===== config.mk =====
export PLATFORM = sky130hd
export DESIGN_NAME = execute_top
export DESIGN_NICKNAME = d
export VERILOG_FILES = /design/src/exec_pkg.sv /design/src/post_decoder.sv /design/src/int_alu.sv /design/src/muldiv_unit.sv /design/src/register_file.sv /design/src/execute_stage.sv /design/src/execute_top.sv
export SDC_FILE = /design/constraint.sdc
export NUM_CORES = 2
export LEC_CHECK = 0
export ABC_AREA = 1
export BUFFER_PORTS_ARGS = -buffer_cell sky130_fd_sc_hd__buf_4
export CORE_ASPECT_RATIO = 0.5
export CORE_MARGIN = 1
export CORE_UTILIZATION = 30
export CTS_BUF_LIST = sky130_fd_sc_hd__clkbuf_8
export DETAILED_ROUTE_END_ITERATION = 8
export SETUP_SLACK_MARGIN = 0.5
export SYNTH_ARGS = -nofsm -noshare
export SYNTH_HDL_FRONTEND = slang
export SYNTH_HIERARCHICAL = 1
export SYNTH_SLANG_ARGS = --single-unit

===== constraint.sdc =====
create_clock -name clock -period 9.6 [get_ports clock]
set_input_delay 0.96 -clock clock [delete_from_list [all_inputs] [get_ports clock]]
set_output_delay 0.96 -clock clock [all_outputs]
set_load 0.05 [all_outputs]

===== src/exec_pkg.sv =====
package exec_pkg;

  typedef enum logic [3:0] {
    alu_add,
    alu_sub,
    alu_sll,
    alu_slt,
    alu_sltu,
    alu_xor,
    alu_srl,
    alu_sra,
    alu_or,
    alu_and,
    alu_pass  // lui, result is operand b
  } alu_op_t;

  // same order as funct3 of the M extension
  typedef enum logic [2:0] {
    md_mul,
    md_mulh,
    md_mulhsu,
    md_mulhu,
    md_div,
    md_divu,
    md_rem,
    md_remu
  } muldiv_op_t;

  typedef enum logic [3:0] {
    exc_none = 4'd0,
    exc_illegal_instruction = 4'd2,
    exc_breakpoint = 4'd3,
    exc_env_call_mach = 4'd11
  } exc_cause_t;

  typedef enum logic [6:0] {
    opc_op = 7'b0110011,
    opc_op_imm = 7'b0010011,
    opc_lui = 7'b0110111,
    opc_system = 7'b1110011
  } opcode_t;

  typedef struct packed {
    alu_op_t alu_op;
    muldiv_op_t muldiv_op;
    logic [31:0] imm;  // sign extended, or upper for lui
    logic rden1;
    logic rden2;
    logic wren;
    logic use_imm;
    logic muldiv;
    logic ecall;
    logic ebreak;
    logic valid;
  } decoded_t;

  typedef struct packed {
    logic valid;
    logic [31:0] pc;
    logic [31:0] instr;
  } issue_t;

  typedef struct packed {
    logic valid;
    logic [31:0] pc;
    logic [31:0] instr;
    logic [4:0] rd;
    logic wren;
    logic [31:0] wdata;
    logic exception;
    exc_cause_t ecause;
  } retire_t;

endpackage


===== src/post_decoder.sv =====
`timescale 1ns/1ns

module post_decoder (
  input logic [31:0] instr,
  output exec_pkg::decoded_t dec
);

  exec_pkg::opcode_t opcode;
  logic [2:0] funct3;
  logic [6:0] funct7;
  exec_pkg::alu_op_t base_op;

  assign opcode = exec_pkg::opcode_t'(instr[6:0]);
  assign funct3 = instr[14:12];
  assign funct7 = instr[31:25];

  // funct3 map shared by op and op_imm
  always_comb begin
    case (funct3)
      3'b000: base_op = exec_pkg::alu_add;
      3'b001: base_op = exec_pkg::alu_sll;
      3'b010: base_op = exec_pkg::alu_slt;
      3'b011: base_op = exec_pkg::alu_sltu;
      3'b100: base_op = exec_pkg::alu_xor;
      3'b101: base_op = exec_pkg::alu_srl;
      3'b110: base_op = exec_pkg::alu_or;
      default: base_op = exec_pkg::alu_and;
    endcase
  end

  always_comb begin
    dec = '0;
    dec.alu_op = exec_pkg::alu_add;
    dec.muldiv_op = exec_pkg::md_mul;
    case (opcode)
      exec_pkg::opc_op: begin
        dec.rden1 = 1'b1;
        dec.rden2 = 1'b1;
        dec.wren = 1'b1;
        dec.valid = 1'b1;
        if (funct7 == 7'b0000001) begin
          dec.muldiv = 1'b1;
          dec.muldiv_op = exec_pkg::muldiv_op_t'(funct3);
        end else if (funct7 == 7'b0000000) begin
          dec.alu_op = base_op;
        end else if (funct7 == 7'b0100000 && funct3 == 3'b000) begin
          dec.alu_op = exec_pkg::alu_sub;
        end else if (funct7 == 7'b0100000 && funct3 == 3'b101) begin
          dec.alu_op = exec_pkg::alu_sra;
        end else begin
          dec.valid = 1'b0;
        end
      end
      exec_pkg::opc_op_imm: begin
        dec.rden1 = 1'b1;
        dec.wren = 1'b1;
        dec.use_imm = 1'b1;
        dec.valid = 1'b1;
        dec.imm = {{20{instr[31]}}, instr[31:20]};
        dec.alu_op = base_op;
        if (funct3 == 3'b001 && funct7 != 7'b0000000) begin
          dec.valid = 1'b0;  // bad slli
        end else if (funct3 == 3'b101) begin
          if (funct7 == 7'b0100000) begin
            dec.alu_op = exec_pkg::alu_sra;
          end else if (funct7 != 7'b0000000) begin
            dec.valid = 1'b0;
          end
        end
      end
      exec_pkg::opc_lui: begin
        dec.wren = 1'b1;
        dec.use_imm = 1'b1;
        dec.valid = 1'b1;
        dec.imm = {instr[31:12], 12'b0};
        dec.alu_op = exec_pkg::alu_pass;
      end
      exec_pkg::opc_system: begin
        dec.ecall = (instr == 32'h0000_0073);
        dec.ebreak = (instr == 32'h0010_0073);
        dec.valid = dec.ecall | dec.ebreak;  // no csr support
      end
      default: dec.valid = 1'b0;
    endcase
  end

endmodule


===== src/int_alu.sv =====
`timescale 1ns/1ns

module int_alu (
  input logic [31:0] a,
  input logic [31:0] b,
  input exec_pkg::alu_op_t op,
  output logic [31:0] res
);

  logic [4:0] shamt;

  assign shamt = b[4:0];

  always_comb begin
    case (op)
      exec_pkg::alu_add: res = a + b;
      exec_pkg::alu_sub: res = a - b;
      exec_pkg::alu_sll: res = a << shamt;
      exec_pkg::alu_slt: begin
        res = {31'b0, $signed(a) < $signed(b)};
      end
      exec_pkg::alu_sltu: begin
        res = {31'b0, a < b};
      end
      exec_pkg::alu_xor: res = a ^ b;
      exec_pkg::alu_srl: res = a >> shamt;
      exec_pkg::alu_sra: begin
        res = $unsigned($signed(a) >>> shamt);
      end
      exec_pkg::alu_or: res = a | b;
      exec_pkg::alu_and: res = a & b;
      exec_pkg::alu_pass: res = b;  // lui
      default: res = 32'b0;
    endcase
  end

endmodule


===== src/muldiv_unit.sv =====
`timescale 1ns/1ns

module muldiv_unit (
  input logic clock,
  input logic reset,
  input logic start,
  input exec_pkg::muldiv_op_t op,
  input logic [31:0] a,
  input logic [31:0] b,
  output logic done,
  output logic [31:0] result
);

  typedef enum logic [1:0] {idle, run, finish} state_t;

  state_t state;
  logic [63:0] acc;  // {partial product or remainder, multiplier or quotient}
  logic [31:0] operand;  // multiplicand or divisor magnitude
  logic [4:0] count;
  exec_pkg::muldiv_op_t op_q;
  logic neg_res;
  logic neg_rem;

  logic is_div, a_signed, b_signed, a_neg, b_neg;
  logic [31:0] a_mag, b_mag;
  logic div_zero, overflow;
  logic [32:0] prod_sum;
  logic [33:0] div_trial;
  logic [63:0] mul_next, div_next;
  logic [63:0] prod;
  logic [31:0] quo, rem;

  always_comb begin
    is_div = op[2];
    a_signed = op inside {exec_pkg::md_mulh, exec_pkg::md_mulhsu, exec_pkg::md_div,
                          exec_pkg::md_rem};
    b_signed = op inside {exec_pkg::md_mulh, exec_pkg::md_div, exec_pkg::md_rem};
    a_neg = a_signed & a[31];
    b_neg = b_signed & b[31];
    a_mag = a_neg ? -a : a;
    b_mag = b_neg ? -b : b;
    div_zero = is_div && b == 32'b0;
    overflow = (op == exec_pkg::md_div || op == exec_pkg::md_rem) &&
               a == 32'h8000_0000 && b == 32'hffff_ffff;

    prod_sum = {1'b0, acc[63:32]} + {1'b0, operand};  // one add and shift step
    mul_next = acc[0] ? {prod_sum, acc[31:1]} : {1'b0, acc[63:1]};
    div_trial = {1'b0, acc[63:31]} - {2'b0, operand};  // restoring step
    div_next = div_trial[33] ? {acc[62:0], 1'b0} : {div_trial[31:0], acc[30:0], 1'b1};

    prod = neg_res ? -acc : acc;
    quo = neg_res ? -acc[31:0] : acc[31:0];
    rem = neg_rem ? -acc[63:32] : acc[63:32];
    case (op_q)
      exec_pkg::md_mul: result = prod[31:0];
      exec_pkg::md_mulh, exec_pkg::md_mulhsu, exec_pkg::md_mulhu: result = prod[63:32];
      exec_pkg::md_div, exec_pkg::md_divu: result = quo;
      default: result = rem;
    endcase
  end

  assign done = (state == finish);

  always_ff @(posedge clock) begin
    if (!reset) begin
      state <= idle;
      count <= 5'd0;
    end else begin
      case (state)
        idle: if (start) begin
          op_q <= op;
          count <= 5'd0;
          neg_res <= 1'b0;
          neg_rem <= 1'b0;
          if (div_zero) begin
            acc <= {a, 32'hffff_ffff};
            state <= finish;
          end else if (overflow) begin
            acc <= {32'b0, a};
            state <= finish;
          end else begin
            operand <= is_div ? b_mag : a_mag;
            acc <= {32'b0, is_div ? a_mag : b_mag};
            neg_res <= a_neg ^ b_neg;
            neg_rem <= a_neg;  // remainder takes sign of dividend
            state <= run;
          end
        end
        run: begin
          acc <= op_q[2] ? div_next : mul_next;
          count <= count + 5'd1;
          if (count == 5'd31) begin
            state <= finish;
          end
        end
        default: state <= idle;
      endcase
    end
  end

endmodule


===== src/register_file.sv =====
`timescale 1ns/1ns

module register_file (
  input logic clock,
  input logic [4:0] raddr1,
  input logic [4:0] raddr2,
  output logic [31:0] rdata1,
  output logic [31:0] rdata2,
  input logic wren,
  input logic [4:0] waddr,
  input logic [31:0] wdata
);

  logic [31:0] regs [1:31];  // x0 has no storage

  always_comb begin
    if (raddr1 == 5'd0) begin
      rdata1 = 32'b0;
    end else begin
      rdata1 = regs[raddr1];
    end
  end

  always_comb begin
    if (raddr2 == 5'd0) begin
      rdata2 = 32'b0;
    end else begin
      rdata2 = regs[raddr2];
    end
  end

  always_ff @(posedge clock) begin
    if (wren && waddr != 5'd0) begin
      regs[waddr] <= wdata;
    end
  end

endmodule


===== src/execute_stage.sv =====
`timescale 1ns/1ns

module execute_stage (
  input logic clock,
  input logic reset,
  input logic instr_valid,
  input logic [31:0] instr_pc,
  input logic [31:0] instr_word,
  output logic busy,
  input exec_pkg::decoded_t dec,
  output logic [31:0] dec_instr,
  output logic [4:0] raddr1,
  output logic [4:0] raddr2,
  input logic [31:0] rdata1,
  input logic [31:0] rdata2,
  output logic [31:0] alu_a,
  output logic [31:0] alu_b,
  output exec_pkg::alu_op_t alu_op,
  input logic [31:0] alu_res,
  output logic md_start,
  output exec_pkg::muldiv_op_t md_op,
  output logic [31:0] md_a,
  output logic [31:0] md_b,
  input logic md_done,
  input logic [31:0] md_result,
  output logic rf_wren,
  output logic [4:0] rf_waddr,
  output logic [31:0] rf_wdata,
  output exec_pkg::retire_t retire
);

  exec_pkg::issue_t issue_q;
  exec_pkg::retire_t retire_d;
  exec_pkg::retire_t retire_q;
  logic md_started;  // start already sent for the op in issue
  logic stall;
  logic [31:0] op1, op2;

  assign dec_instr = issue_q.instr;
  assign raddr1 = issue_q.instr[19:15];
  assign raddr2 = issue_q.instr[24:20];

  // unused operands read as zero
  assign op1 = dec.rden1 ? rdata1 : 32'b0;
  assign op2 = dec.rden2 ? rdata2 : 32'b0;

  assign alu_a = op1;
  assign alu_b = dec.use_imm ? dec.imm : op2;
  assign alu_op = dec.alu_op;

  assign md_a = op1;
  assign md_b = op2;
  assign md_op = dec.muldiv_op;
  assign md_start = issue_q.valid & dec.muldiv & ~md_started;

  assign stall = issue_q.valid & dec.muldiv & ~md_done;
  assign busy = stall;

  always_comb begin
    retire_d.valid = issue_q.valid & ~stall;
    retire_d.pc = issue_q.pc;
    retire_d.instr = issue_q.instr;
    retire_d.rd = issue_q.instr[11:7];
    retire_d.wren = dec.wren && retire_d.rd != 5'd0;
    retire_d.wdata = dec.muldiv ? md_result : alu_res;
    retire_d.exception = 1'b1;
    if (!dec.valid) begin
      retire_d.ecause = exec_pkg::exc_illegal_instruction;
    end else if (dec.ebreak) begin
      retire_d.ecause = exec_pkg::exc_breakpoint;
    end else if (dec.ecall) begin
      retire_d.ecause = exec_pkg::exc_env_call_mach;
    end else begin
      retire_d.exception = 1'b0;
      retire_d.ecause = exec_pkg::exc_none;
    end
    if (retire_d.exception) begin
      retire_d.wren = 1'b0;  // no write on exception
      retire_d.wdata = 32'b0;
    end
  end

  assign rf_wren = retire_d.valid & retire_d.wren;
  assign rf_waddr = retire_d.rd;
  assign rf_wdata = retire_d.wdata;

  assign retire = retire_q;

  always_ff @(posedge clock) begin
    if (!reset) begin
      issue_q.valid <= 1'b0;
      retire_q.valid <= 1'b0;
      md_started <= 1'b0;
    end else begin
      if (instr_valid && !busy) begin
        issue_q <= '{valid: 1'b1, pc: instr_pc, instr: instr_word};
      end else if (!stall) begin
        issue_q.valid <= 1'b0;
      end
      if (md_done) begin
        md_started <= 1'b0;
      end else if (md_start) begin
        md_started <= 1'b1;
      end
      retire_q <= retire_d;
    end
  end

endmodule


===== src/execute_top.sv =====
`timescale 1ns/1ns

module execute_top (
  input logic clock,
  input logic reset,
  input logic instr_valid,
  input logic [31:0] instr_pc,
  input logic [31:0] instr_word,
  output logic busy,
  output exec_pkg::retire_t retire
);

  exec_pkg::decoded_t dec;
  logic [31:0] dec_instr;
  logic [4:0] raddr1, raddr2;
  logic [31:0] rdata1, rdata2;
  logic [31:0] alu_a, alu_b, alu_res;
  exec_pkg::alu_op_t alu_op;
  logic md_start, md_done;
  exec_pkg::muldiv_op_t md_op;
  logic [31:0] md_a, md_b, md_result;
  logic rf_wren;
  logic [4:0] rf_waddr;
  logic [31:0] rf_wdata;

  execute_stage stage_i (.*);

  post_decoder decoder_i (.instr(dec_instr), .dec(dec));

  int_alu alu_i (.a(alu_a), .b(alu_b), .op(alu_op), .res(alu_res));

  muldiv_unit muldiv_i (.clock(clock), .reset(reset), .start(md_start), .op(md_op),
    .a(md_a), .b(md_b), .done(md_done), .result(md_result));

  register_file regfile_i (.clock(clock), .raddr1(raddr1), .raddr2(raddr2), .rdata1(rdata1),
    .rdata2(rdata2), .wren(rf_wren), .waddr(rf_waddr), .wdata(rf_wdata));

endmodule


Yosys cells after proc, flatten, opt, wreduce, memory -nomap -nowiden
Memories as Yosys holds them, arrays and structs flattened. A register that Yosys moved wholly into a read port is not among the register bits.
Cells that the tools add are included.
{"block": "classes", "n_eq_ne": 41, "bitwise_logic": 19, "n_lt_le_gt_ge": 2, "addsub": 10, "reduce_logical": 38, "mux": 69, "shifts": 3, "n_mul": 0, "n_div": 0}
{"cell": "32-bit two-way mux", "n": 13}
{"cell": "64-bit two-way mux", "n": 6}
{"cell": "32-bit one-hot mux with 11 select lines", "n": 1}
{"cell": "32-bit negator", "n": 4}
{"cell": "64-bit one-hot mux with 2 select lines", "n": 1}
{"cell": "32-bit one-hot mux with 3 select lines", "n": 1}
{"cell": "32-bit equality test, second input constant", "n": 2}
{"cell": "32-bit less-than comparator", "n": 2}
{"cell": "64-bit negator", "n": 1}
{"cell": "32-bit one-hot mux with 2 select lines", "n": 1}
{"cell": "33-bit by 32-bit subtractor with 34-bit output", "n": 1}
{"cell": "32-bit by 32-bit adder with 33-bit output", "n": 1}
{"cell": "33-bit two-way mux", "n": 1}
{"cell": "32-bit adder", "n": 1}
{"cell": "32-bit AND", "n": 1}
{"cell": "32-bit by 21-bit equality test with 1-bit output, second input constant", "n": 1}
{"cell": "32-bit by 7-bit equality test with 1-bit output, second input constant", "n": 1}
{"cell": "32-bit zero test", "n": 1}
{"cell": "32-bit bitwise OR", "n": 1}
{"cell": "32-bit by 5-bit left shift with 32-bit output", "n": 1}
{"cell": "32-bit by 5-bit >> shifter with 32-bit output", "n": 1}
{"cell": "32-bit by 5-bit >>> shifter with 32-bit output", "n": 1}
{"cell": "32-bit subtractor", "n": 1}
{"cell": "32-bit XOR", "n": 1}
{"cell": "49 further kinds", "n": 136}
{"block": "totals", "latchBits": 0, "ff_bits": 282, "input_bits": 67, "mem_bits_rw": 992, "mem_count": 1, "word_cells": 203, "mem_bits_ro": 0}
{"name": "regfile_i.regs", "depth": 31, "word_bits": 32, "read_ports": 2, "rd_clocked_by_memory_dff": 2, "write_ports": 1, "line": "register_file.sv:14", "text": "logic [31:0] regs [1:31];"}

Logic depth before layout (Yosys ltp)
{"block": "logic_depth", "depth_word": 15, "mapped_depth": 36}

Modules after synthesis
Netlist, hierarchy kept.
{"module": "register_file", "cells_per_inst": 6125, "instances": 1, "area_per_inst_um2": 51687.1}
{"module": "muldiv_unit", "cells_per_inst": 2985, "instances": 1, "area_per_inst_um2": 17102.7}
{"module": "int_alu", "cells_per_inst": 2191, "instances": 1, "area_per_inst_um2": 10327.4}
{"module": "execute_stage", "cells_per_inst": 632, "instances": 1, "area_per_inst_um2": 7547.2}
{"module": "post_decoder", "cells_per_inst": 157, "instances": 1, "area_per_inst_um2": 726.9}

Worst setup path before layout
Ideal clock, no wire load.
{"block": "synth_timing", "path_kind": "register to register", "start": "register stage_i.issue_q (netlist bit stage_i/dec_instr[1])", "end": "register stage_i.issue_q (netlist bit stage_i/dec_instr[0]), enable pin", "setup_ns": 0.565, "setup_slack_ns": 3.348, "required_time_ns": 9.035, "t_arrival_ns": 5.686, "n_path_buf": 2, "stages_incl_launch_ff": 12, "cell_sequence": "edfxtp_1 > buf_4 > nand2_1 > inv_1 > nand3_1 > inv_2 > nand2_2 > inv_1 > buf_6 > nand2_2 > nor2_4 > nor3_1"}
{"item": "start, declared", "line": "execute_stage.sv:32", "text": "exec_pkg::issue_t issue_q;"}
{"item": "start signal, assigned", "line": "execute_stage.sv:96", "text": "issue_q <= '{valid: 1'b1, pc: instr_pc, instr: instr_word};"}

Final worst setup path
{"block": "layout_timing", "start": "register stage_i.issue_q (netlist bit stage_i/dec_instr[16])", "end": "memory regfile_i.regs[25][31] (data pin)"}
{"block": "layout_between", "elab_chain_cells": 7, "word_cells_on_any_way": 24, "classes_between": "2 x add/sub; 2 x eq/ne; 3 x shift; 12 x mux; 4 x bitwise; 1 x reduce/logical"}
{"item": "5-bit zero test (*)", "line": "register_file.sv:17", "text": "if (raddr1 == 5'd0) begin"}
{"item": "32-bit two-way mux (*)", "line": "register_file.sv:17"}
{"item": "via rdata1[2]", "line": "execute_top.sv:16", "text": "logic [31:0] rdata1, rdata2;"}
{"item": "32-bit two-way mux (*)", "line": "execute_stage.sv:44", "text": "assign op1 = dec.rden1 ? rdata1 : 32'b0;"}
{"item": "via alu_a[2]", "line": "execute_top.sv:17", "text": "logic [31:0] alu_a, alu_b, alu_res;"}
{"item": "32-bit subtractor, or another cell as far along", "line": "int_alu.sv:17", "text": "exec_pkg::alu_sub: res = a - b;"}
{"item": "32-bit one-hot mux with 11 select lines (*)", "line": "int_alu.sv:15", "text": "case (op)"}
{"item": "via alu_res[31]", "line": "execute_top.sv:17"}
{"item": "32-bit two-way mux (*)", "line": "execute_stage.sv:65", "text": "retire_d.wdata = dec.muldiv ? md_result : alu_res;"}
{"item": "33-bit two-way mux (*)", "line": "execute_stage.sv:77", "text": "if (retire_d.exception) begin"}
{"item": "via rf_wdata[31]", "line": "execute_top.sv:24", "text": "logic [31:0] rf_wdata;"}
{"item": "end, declared", "line": "register_file.sv:14"}
Mark *: on every way through the listed nets, which the timed path passes. The rest lies on a longest branch.

==> impl_metrics.ini <==
[setup_path]
rr_endpoint = regfile_i/regs[25][31]$_DFFE_PP_
critPathKind = flop to flop
reg2reg_depth = 25
crit_fanout = 65
endpoint_kind = flop
timing.rr.start = stage_i/dec_instr[16]$_DFFE_PP_
startpoint = stage_i/dec_instr[16]$_DFFE_PP_
critPathLaunchType = flop
r2r_setup_slack_ns = 1.60
worstPathArrival_ns = 8.54
worstPathRequired_ns = 10.14

[drt]
num_vias = 86000
drt-wirelength-per-cell_um = 24.8
drtIter0Drc = 12500
viasPerCell = 5.39
drc = 0
postRouteAntennaNets = 0
wl_mm = 396
drt-pass1-iter-count = 7

[clock_tree]
clk_latency_ns = 1.00
cts_root_buf = clkbuf_8
cts_tree = built
cts.sinks = 1268
cts_made_buffers = 210
cts_resized = 0
cts_hold_buf = 0
clockBufferDepth = 4
clkSlewWorstSetupHoldPaths_ns = 0.07
post-cts-setup-buffers = 0
htreeDepth = 4

[yosys]
ys_top_cells_by_area = edfxtp_1 43%, nand2_1 17%, nand3_1 11%
ys_async_sr_fraction_pct = 0
synth_edf_count = 1258
netlist.top_cell.by_area = edfxtp_1
syn_inst = 12100
syn_nets = 12300
synth-seq-cells = 1268
synthFlopType = edfxtp_1
synth-seq-area-share_pct = 43.5
synth_top_area_share_pct = 43.2
ys_types = 63
synth_area_um2 = 87400
synth_commonest_cells = 3915 x nand2_1, 1856 x nand3_1, 1598 x inv_1, 1258 x edfxtp_1, 750 x nor2_1
synth.avg_cell_area_um2 = 7.23
ys_warn_count = 6
post-synth-top-count-cell = nand2_1

[run_status]
outcome = finished clean

[timing]
finalSetupViolCount = 0
finalMaxSlewViolations = 0
tns_ns = 0
slew-limit-headroom_pct = 4.94
grt_setup_unrepaired = no
period_minus_slack_ns = 8.00
timing.final.crit_share_pct = 83.4
hold_viol_final = 0
worst_slew_pin_slew_ns = 1.42
skew_ns = 0.151
fmax_mhz = 125

[pwr]
power_mw = 12.3
ir_drop_mv = 0.106
leakage_nw = 44.0
power.density_nw_per_um2 = 129

[placement]
gp_congestion = 1.03
dpl.hpwl_mm = 269
io_buffer_count = 174

[global_routing]
grt_pass1_wl_mm = 555
grt-ovfl-total = 0
grt_use_met2_pct = 38.9
grt_usage_pct = 25.7
grt_start_max_net_pins = 190
grt_most_used_layer = met2
met1_usage_pct = 34.6
grt_pass1_vias = 78500
antenna_found_initial = 25
met3_usage_pct = 6.00

[finish]
regArea_um2 = 38000
fillerInstances = 30800
drive_above_1_share_pct = 7.58
nNetsFinal = 12200
final_util_pct = 33.2
areaGrowthSynthToFinish_pct = 9.44
multi_input_area_um2 = 39800

[die]
initial_core_util_pct = 30.3
core_um2 = 288000
io_pins = 176
fp.dieW_um = 765
die_h_um = 384
die-area_um2 = 294000
num_rows = 139

[hold_path]
min_from = instr_word[6]
min_to = stage_i/dec_instr[6]$_DFFE_PP_
hold_depth = 1
hold_path_class = input pin to flop

[run]
timing.max_cap.violations = 0
[layout make-up]
| cell class | instances | area share (%) |
|---|---|---|
| Timing Repair Buffer | 365 | 3.08 |
| Inverter | 1650 | 6.52 |
| Clock buffer | 212 | 3.05 |
| Antenna cell | 6 | 0.0157 |
| Sequential cell | 1268 | 39.7 |
| Multi-Input combinational cell | 8434 | 41.6 |
| Tap cell | 3877 | 5.07 |
| Clock inverter | 149 | 0.960 |
[registers in the layout, summed over array words and instances, names as in the netlist]
name and flops:
muldiv_i/state 2, stage_i/dec_instr 32, muldiv_i/operand 32, muldiv_i/count 5
muldiv_i/acc 64, muldiv_i/op_q 3, stage_i/issue_q 33, muldiv_i/neg_res 1
muldiv_i/neg_rem 1, stage_i/retire 102, stage_i/md_started 1, regfile_i/regs 992
[how the worst max path moves through the flow]
stage / endpoint / slack [ns]
global placement: regfile_i/regs[31][31]$_DFFE_PP_ / 1.75
global route: regfile_i/regs[15][31]$_DFFE_PP_ / 1.44
finish: regfile_i/regs[25][31]$_DFFE_PP_ / 1.60
CTS: regfile_i/regs[25][31]$_DFFE_PP_ / 1.83
detailed placement: regfile_i/regs[12][27]$_DFFE_PP_ / 1.85
floorplan: stage_i/dec_instr[0]$_DFFE_PP_ / 3.35
[metrics by stage]
stage | area, µm² | setup WS (ns) | hold WS, ns | std cells
floorplan | 87400 | 3.35 | 0.400 | 12100
global placement | 91800 | 1.75 | 0.400 | 15600
detailed placement | 91800 | 1.85 | 0.405 | 15600
CTS | 95600 | 1.83 | 0.106 | 16000
global route | 95600 | 1.44 | 0.125 | 16000
finish | 95600 | 1.60 | 0.164 | 16000
[cells by family (layout without fill, tap and decap cells)]
group                    Yosys count  after routing  share of synthesized area (%)
XOR/XNOR                         101            101                           1.01
AND/OR/NAND/NOR                 6893           6893                           33.4
buffers and inverters           2388           2376                           11.6
multiplexers                       4              4                         0.0458
adder cells (fa/ha/maj)          175            175                           2.54
flip-flops                      1268           1268                           43.5
other                              1              7                        0.00429
AO/OA/AOI/OAI                   1260           1260                           7.94
[critical path: stages (launching register included)]
cell	delay [ns]
edfxtp_1	0.73
inv_6	0.71
buf_4	0.62
nand3_1	0.14
nand2_1	0.08
nand2_1	0.04
nand2_1	0.11
nand3_1	0.16
a21oi_1	1.10
nand2_1	0.15
inv_1	0.58
inv_1	0.10
ha_1	0.44
nand2_1	0.10
nand3_1	0.30
nand2_1	0.14
nand2_1	0.11
nand2_1	0.13
nand2_1	0.14
nand2_1	0.12
nand2_1	0.06
nand2_1	0.06
nand3_1	0.09
nand3_1	0.12
nand2_1	0.17
a21oi_4	0.91
[layer usage]
| layer | vias up | part of all wire (%) |
|---|---|---|
| li1 | 38900 | - |
| met1 | 40800 | 40 |
| met2 | 5332 | 42 |
| met3 | 1020 | 12 |
| met4 | 16 | 5.7 |
| met5 | - | 0.028 |
[cell usage in the layout (no fill, tap or decap), drive strengths merged, types with 171 or more instances in the layout]
cell type	synthesis	routed
nor2	781	781
a21oi	409	409
clkbuf	190	212
nand2	3936	3936
nand3	1872	1872
buf	548	365
o21ai	697	697
ha	171	171
edfxtp	1258	1258
inv	1634	1695
[report_power, final]
part           internal, mW  switching (mW)  leakage [nW]
clock                  2.34            2.37          2.17
sequential             6.05          0.0335          9.49
combinational         0.391            1.17          32.4
No activity file was read; power rests on OpenSTA's default activity.
